$ cat config.mk
export PLATFORM = sky130hd
export DESIGN_NAME = mem_stage
export DESIGN_NICKNAME = d
export VERILOG_FILES = /design/src/verilog/lsu_pkg.sv /design/src/verilog/load_req_decode.sv /design/src/verilog/load_bus_fsm.sv /design/src/verilog/load_data_align.sv /design/src/verilog/mem_stage.sv
export SDC_FILE = /design/constraint.sdc
export NUM_CORES = 1
export LEC_CHECK = 0
export BUFFER_PORTS_ARGS = -buffer_cell sky130_fd_sc_hd__buf_2
export CORE_MARGIN = 8
export CORE_UTILIZATION = 51
export DETAILED_ROUTE_END_ITERATION = 6
export PLACE_DENSITY = 0.87
export SYNTH_ARGS = -nofsm -noshare
export SYNTH_HDL_FRONTEND = slang
export SYNTH_SLANG_ARGS = --single-unit
$ cat constraint.sdc
create_clock -name clk -period 6.3 [get_ports clk]
set_input_delay 0.945 -clock clk [delete_from_list [all_inputs] [get_ports clk]]
set_output_delay 0.945 -clock clk [all_outputs]
set_load 0.01 [all_outputs]
$ cat src/verilog/lsu_pkg.sv
package lsu_pkg;

    // basic widths of the load path
    localparam int XLEN    = 64;
    localparam int ID_W    = 4;
    localparam int F3_W    = 3;

    // register or data value
    typedef logic [XLEN-1:0] xlen_t;

    // byte address on the read bus
    typedef logic [XLEN-1:0] addr_t;

    // transaction tag on the read bus
    typedef logic [ID_W-1:0] bus_id_t;

    // load width and sign code, RISC-V encoding
    typedef logic [F3_W-1:0] funct3_t;

    // signed loads
    localparam funct3_t F3_LB  = 3'd0;
    localparam funct3_t F3_LH  = 3'd1;
    localparam funct3_t F3_LW  = 3'd2;
    localparam funct3_t F3_LD  = 3'd3;

    // unsigned loads
    localparam funct3_t F3_LBU = 3'd4;
    localparam funct3_t F3_LHU = 3'd5;
    localparam funct3_t F3_LWU = 3'd6;

    // no load uses this code, the stage treats it as a non-load
    localparam funct3_t F3_ILLEGAL = 3'd7;

    // accepted load request, from decode to sequencer and aligner
    typedef struct packed {
        logic    is_load;
        funct3_t funct3;
        addr_t   addr;
    } load_req_t;

    // one read-data beat on the bus
    typedef struct packed {
        bus_id_t id;
        xlen_t   data;
    } bus_rd_resp_t;

    // sequencer states
    //   IDLE  nothing outstanding
    //   ADDR  address offered, waiting for ar_ready
    //   WAIT  address taken, waiting for our beat
    //   DONE  result cycle, write-back strobe
    typedef enum logic [1:0] {
        IDLE,
        ADDR,
        WAIT,
        DONE
    } load_state_e;

endpackage

$ cat src/verilog/load_req_decode.sv
`timescale 1ns/1ps

module load_req_decode
    import lsu_pkg::*;
(
    input  logic      clk,
    input  logic      rst_n,

    // pipeline request
    input  logic      req_valid,
    input  logic      is_load,
    input  funct3_t   funct3,
    input  xlen_t     base,
    input  xlen_t     offset,

    // sequencer has a load in flight
    input  logic      busy,

    output load_req_t req,
    output logic      start
);

    logic  load_ok;
    logic  accept;
    addr_t eff_addr;

    // funct3 7 is no load at all
    assign load_ok = is_load && (funct3 != F3_ILLEGAL);

    assign accept = req_valid && load_ok && !busy;

    // effective address, base plus sign-extended offset from execute
    assign eff_addr = base + offset;

    // request is held until the next accepted load
    always_ff @(posedge clk) begin
        if (accept) begin
            req.is_load <= 1'b1;
            req.funct3  <= funct3;
            req.addr    <= eff_addr;
        end
    end

    // accept strobe, the sequencer moves to ADDR on this edge
    // req carries the latched values from the next cycle on
    assign start = accept;

    // upstream stalls behind the load, so no new request while busy
    a_no_req_while_busy: assert property (
        @(posedge clk) disable iff (!rst_n)
        !(req_valid && busy)
    ) else $error("req_valid while the sequencer is busy");

endmodule

$ cat src/verilog/load_bus_fsm.sv
`timescale 1ns/1ps

module load_bus_fsm
    import lsu_pkg::*;
#(
    parameter bus_id_t LOAD_ID = 4'd2
) (
    input  logic         clk,
    input  logic         rst_n,

    // from decode
    input  logic         start,
    input  addr_t        addr,

    // read address channel
    output logic         ar_valid,
    input  logic         ar_ready,
    output addr_t        ar_addr,
    output bus_id_t      ar_id,

    // read data channel has no ready
    input  logic         r_valid,
    input  bus_rd_resp_t r_beat,

    output logic         busy,
    output logic         done,
    output xlen_t        rdata
);

    load_state_e state_q;
    load_state_e state_d;
    logic        beat_ours;

    // beats for other masters share the channel
    assign beat_ours = r_valid && (r_beat.id == LOAD_ID);

    always_comb begin
        state_d = state_q;
        case (state_q)
            IDLE: begin
                if (start) begin
                    state_d = ADDR;
                end
            end
            ADDR: begin
                if (ar_ready) begin
                    state_d = WAIT;
                end
            end
            WAIT: begin
                if (beat_ours) begin
                    state_d = DONE;
                end
            end
            DONE: begin
                state_d = IDLE;
            end
            default: begin
                state_d = IDLE;
            end
        endcase
    end

    always_ff @(posedge clk or negedge rst_n) begin
        if (!rst_n) begin
            state_q <= IDLE;
        end else begin
            state_q <= state_d;
        end
    end

    // captures the first matching beat only
    always_ff @(posedge clk) begin
        if (state_q == WAIT && beat_ours) begin
            rdata <= r_beat.data;
        end
    end

    // addr is the latched request and holds through ADDR
    assign ar_valid = (state_q == ADDR);
    assign ar_addr  = addr;
    assign ar_id    = LOAD_ID;

    assign busy = (state_q == ADDR) || (state_q == WAIT);
    assign done = (state_q == DONE);

    // address channel must not change under back-pressure
    a_ar_stable: assert property (
        @(posedge clk) disable iff (!rst_n)
        (ar_valid && !ar_ready) |=> $stable(ar_addr)
    ) else $error("ar_addr changed before ar_ready");

    // write-back strobe is a single pulse
    a_done_pulse: assert property (
        @(posedge clk) disable iff (!rst_n)
        done |=> !done
    ) else $error("done held for more than one cycle");

endmodule

$ cat src/verilog/load_data_align.sv
`timescale 1ns/1ps

module load_data_align
    import lsu_pkg::*;
(
    input  load_req_t req,
    input  xlen_t     rdata,
    input  logic      done,
    input  xlen_t     ex_result,
    input  logic      is_load,
    output xlen_t     wb_data
);

    logic [5:0] shamt;
    xlen_t      shifted;
    xlen_t      aligned;
    logic [7:0]  lane_b;
    logic [15:0] lane_h;
    logic [31:0] lane_w;
    logic        use_load;

    // byte offset inside the doubleword, in bits
    assign shamt   = {req.addr[2:0], 3'b000};
    assign shifted = rdata >> shamt;

    assign lane_b = shifted[7:0];
    assign lane_h = shifted[15:0];
    assign lane_w = shifted[31:0];

    always_comb begin
        case (req.funct3)
            F3_LB: begin
                aligned = {{56{lane_b[7]}}, lane_b};
            end
            F3_LH: begin
                aligned = {{48{lane_h[15]}}, lane_h};
            end
            F3_LW: begin
                aligned = {{32{lane_w[31]}}, lane_w};
            end
            F3_LBU: begin
                aligned = {56'd0, lane_b};
            end
            F3_LHU: begin
                aligned = {48'd0, lane_h};
            end
            F3_LWU: begin
                aligned = {32'd0, lane_w};
            end
            // LD takes the whole doubleword, offset is zero
            default: begin
                aligned = shifted;
            end
        endcase
    end

    // load result only in the done cycle, execute value otherwise
    assign use_load = done && is_load;
    assign wb_data  = use_load ? aligned : ex_result;

    // misaligned accesses trap before this stage, none should reach it
    always_comb begin
        if (use_load) begin
            case (req.funct3)
                F3_LH, F3_LHU: begin
                    a_half_aligned: assert (req.addr[0] == 1'b0)
                        else $error("halfword load not aligned");
                end
                F3_LW, F3_LWU: begin
                    a_word_aligned: assert (req.addr[1:0] == 2'b00)
                        else $error("word load not aligned");
                end
                default: begin
                end
            endcase
        end
    end

endmodule

$ cat src/verilog/mem_stage.sv
`timescale 1ns/1ps

module mem_stage
    import lsu_pkg::*;
#(
    parameter bus_id_t LOAD_ID = 4'd2
) (
    input  logic         clk,
    input  logic         rst_n,

    // from execute
    input  logic         req_valid,
    input  logic         is_load,
    input  funct3_t      funct3,
    input  xlen_t        base,
    input  xlen_t        offset,
    input  xlen_t        ex_result,

    // to write-back and hazard logic
    output xlen_t        wb_data,
    output logic         wb_valid,
    output logic         stall,

    // read address channel
    output logic         ar_valid,
    input  logic         ar_ready,
    output addr_t        ar_addr,
    output bus_id_t      ar_id,

    // read data channel
    input  logic         r_valid,
    input  bus_rd_resp_t r_beat
);

    load_req_t req;
    logic      start;
    logic      busy;
    logic      done;
    xlen_t     rdata;

    load_req_decode u_decode (
        .clk       (clk),
        .rst_n     (rst_n),
        .req_valid (req_valid),
        .is_load   (is_load),
        .funct3    (funct3),
        .base      (base),
        .offset    (offset),
        .busy      (busy),
        .req       (req),
        .start     (start)
    );

    load_bus_fsm #(
        .LOAD_ID (LOAD_ID)
    ) u_bus_fsm (
        .clk      (clk),
        .rst_n    (rst_n),
        .start    (start),
        .addr     (req.addr),
        .ar_valid (ar_valid),
        .ar_ready (ar_ready),
        .ar_addr  (ar_addr),
        .ar_id    (ar_id),
        .r_valid  (r_valid),
        .r_beat   (r_beat),
        .busy     (busy),
        .done     (done),
        .rdata    (rdata)
    );

    // latched request marks the done cycle as a load result
    load_data_align u_align (
        .req       (req),
        .rdata     (rdata),
        .done      (done),
        .ex_result (ex_result),
        .is_load   (req.is_load),
        .wb_data   (wb_data)
    );

    assign wb_valid = done;
    assign stall    = busy;

endmodule

==> flow_metrics.env <==
export IMPL_ys_async_sr_fraction_pct=1.504
export IMPL_ir_drop_mv=0.1905
export IMPL_setup_tns_final_ns=0
export IMPL_period_share_pct=82.07
export IMPL_routedWlPerCell_um=19.95
export IMPL_dp_worst_setup_slack_ns=1.603
export IMPL_sequentialPowerShare_pct=29.7
export IMPL_drcViolationCount=0
export IMPL_synth_ff_latch_count=133
export IMPL_grtUsageMet1_pct=30.68
export IMPL_num_vias=10057
export IMPL_cts_resized_gates=0
export IMPL_grt_util_all_layers_pct=26.04
export IMPL_grt_pass1_vias=9923
export IMPL_hold_viol_final=0
export IMPL_setup_ws_ns=1.129
export IMPL_numClockSinks=133
export IMPL_drt_iter0_drc=909
export IMPL_postPlaceCellArea_sq_um=12300
export IMPL_antenna_found_initial=22
export IMPL_synthTopCellsByArea="edfxtp_1 37%, ha_1 8.0%, a21oi_1 7.4%"
export IMPL_place_gp_congestion=0.9210
export IMPL_max_slew_margin_pct=33.35
export IMPL_skew_ns=0.01182
export IMPL_cts_tree="built"
export IMPL_synth_area_leader_cell="edfxtp_1"
export IMPL_rows=53
export IMPL_cts_max_level=4
export IMPL_r2r_slack_ns=3.48
export IMPL_ant_nets=0
export IMPL_setup_viol=0
export IMPL_worstSkewPairLatency_ns=0.42
export IMPL_hold_buffers=0
export IMPL_post_cts_buffers=0
export IMPL_fin_crit_ns=5.171
export IMPL_port_buffers=399
export IMPL_slew_viol_final=0
export IMPL_cts_made_buffers=17
export IMPL_firstDrtPassIters=7
export IMPL_synth_edf_count=131
export IMPL_p_per_area_nw_per_um2=299.5
export IMPL_die_h_um=160.6
export IMPL_rr_startpoint="u_bus_fsm.state_q[0]"
export IMPL_grt_first_pass_wirelength_mm=53.72
export IMPL_rsz0062_at_grt="no"
export IMPL_coreArea_sq_um=20760
export IMPL_nFillCells=1749
export IMPL_syn_inst=1172
export IMPL_ios=404
export IMPL_busiest_layer="met2"
export IMPL_dp_hpwl_mm=28.29
export IMPL_start_util_pct=51.36
export IMPL_ys_seq_area_share_pct=37.37
export IMPL_p_leak_uw=0.005712
export IMPL_min_path_type="in -> async"
export IMPL_cp_start_kind="flop"
export IMPL_routed_via_density=5.698
export IMPL_endpoint_kind="primary output"
export IMPL_clock_root_buffer="clkbuf_16"
export IMPL_layout_common_cells="399 x buf_2, 158 x a21oi_1, 131 x edfxtp_1"
export IMPL_p_switching_uw=1460
export IMPL_ys_warnings_count=0
export IMPL_dieArea_sq_um=25780
export IMPL_cts_path_max_buffers=2
export IMPL_grt_overflow=0
export IMPL_syn_to_final_growth_pct=21.61
export IMPL_max_freq_mhz=193.4
export IMPL_reg2reg_depth=5
export IMPL_critPathArrivalTime_ns=4.23
export IMPL_fp_dieW_um=160.6
export IMPL_p_comb_share_pct=42.8
export IMPL_tightest_slew_ns=0.9998
export IMPL_synth_cell_type_count=73
export IMPL_clk_pin_slew_ns=0.06
export IMPL_synth_area_sq_um=10660
export IMPL_grt_use_met2_pct=42.27
export IMPL_critPathMaxFanout=27
export IMPL_power_internal_uw=2423
export IMPL_status="completed"
export IMPL_grt_max_degree=82
export IMPL_yosysTopAreaCellShare_pct=36.90
export IMPL_maxCapViolations=0
export IMPL_postSynthAreaPerCell_sq_um=9.096
export IMPL_p_sw_share_pct=37.60
export IMPL_fin_nets=1802
export IMPL_place_inst=1720
export IMPL_required_ns=5.35
export IMPL_instances_no_fill=1765
export IMPL_drive_gt1_share_pct=32.36
export IMPL_clkPwrFrac_pct=27.4
export IMPL_final_common_cell="buf_2"
export IMPL_r2r_end="u_decode.req[51]"
export IMPL_ys_flop_type="edfxtp_1"
export IMPL_wl_mm=35.20
export IMPL_grt_use_met3_pct=8.907
export IMPL_finalInstanceArea_sq_um=12960
export IMPL_path_class="reg -> out"
-- cells in the mapped netlist, types with 3 or more instances --
| cell type | n |
|---|---|
| a21oi_1 | 158 |
| edfxtp_1 | 131 |
| nand2_1 | 116 |
| nor2_1 | 107 |
| o21ai_0 | 73 |
| buf_4 | 70 |
| ha_1 | 68 |
| mux2i_1 | 53 |
| clkbuf_1 | 50 |
| a21o_1 | 39 |
| xnor2_1 | 37 |
| xor2_1 | 23 |
| inv_1 | 20 |
| nand3_1 | 18 |
| nand4_1 | 18 |
| mux2_2 | 16 |
| o21a_1 | 16 |
| o21bai_1 | 16 |
| nor2b_1 | 14 |
| nor3_1 | 12 |
| a211oi_1 | 11 |
| buf_1 | 11 |
| o22ai_1 | 10 |
| a31oi_1 | 6 |
| and3_1 | 6 |
| and2_1 | 4 |
| nand2b_1 | 4 |
| o211ai_1 | 3 |
-- final cells by class --
class | instances | area, sq um | area share, %
inverters | 20 | 75.07 | 0.5791
repair buffers | 407 | 2057 | 15.87
multi-input cells | 885 | 5842 | 45.06
well taps | 275 | 344.1 | 2.654
clock buffers | 17 | 425.4 | 3.282
clock inverters | 15 | 203.9 | 1.573
diodes | 13 | 32.53 | 0.2509
flip-flops and latches | 133 | 3984 | 30.73
-- how the worst max path moves through the flow --
stage	from	endpoint	slack, ns	depth (start not counted)
after CTS	u_decode.req[1]	wb_data[49]	1.12	11
after global placement	u_decode.req[1]	wb_data[49]	1.86	11
after global routing	u_decode.req[1]	wb_data[49]	0.77	11
after detailed placement	u_decode.req[1]	wb_data[49]	1.60	11
after floorplan	funct3[1]	u_bus_fsm.state_q[1]	0.27	3
final	u_decode.req[1]	wb_data[49]	1.13	11
-- power groups by stage --
stage	Clock (uW)	Combinational [uW]	Sequential, uW
global route	1110	1820	1160
floorplan	0	1140	1160
CTS	1080	1660	1150
global placement	0	1620	1170
finish	1070	1660	1160
detailed placement	0	1650	1170
-- registers in the layout, summed over array words and instances, names as in the netlist --
signal,flops
u_decode.req,67
u_bus_fsm.rdata,64
u_bus_fsm.state_q,2
-- layer usage --
layer | routed length (um) | part of all wire [%]
met5 | 130 | 0.37
met2 | 16520 | 47
met1 | 13740 | 39
met3 | 3669 | 10
met4 | 1145 | 3.3
-- stage by stage --
step	power [uW]	utilization, %	hold WS, ns
floorplan	2297	-	0.5327
global placement	2791	59.27	0.5566
detailed placement	2821	59.27	0.5767
CTS	3897	62.30	0.2794
global route	4094	62.41	0.2814
finish	3883	62.46	0.2943
-- cell families (layout without fill, tap and decap cells) --
logic type      after synthesis  in the layout  synth area share, %
compound gates              366            366                21.00
xor+xnor                     60             60                4.930
fa+ha+maj                    69             69                8.169
buf+inv                     156            459                8.075
flops                       133            133                37.37
mux                          71             71                7.089
other cells                   2             17              0.07045
simple gates                315            315                13.30
-- worst max-delay path: stages, from the launching register on --
cell and delay, ns:
edfxtp_1 0.69, mux2_2 0.41, nor2_1 0.08, a21oi_1 0.07
mux2i_1 0.32, nor2_1 0.08, a21oi_1 0.12, o31a_1 0.55
o31a_1 0.90, o21ai_0 0.25, o21a_1 0.19, buf_2 0.14
Note: power is estimated with default switching activity, not from simulation.
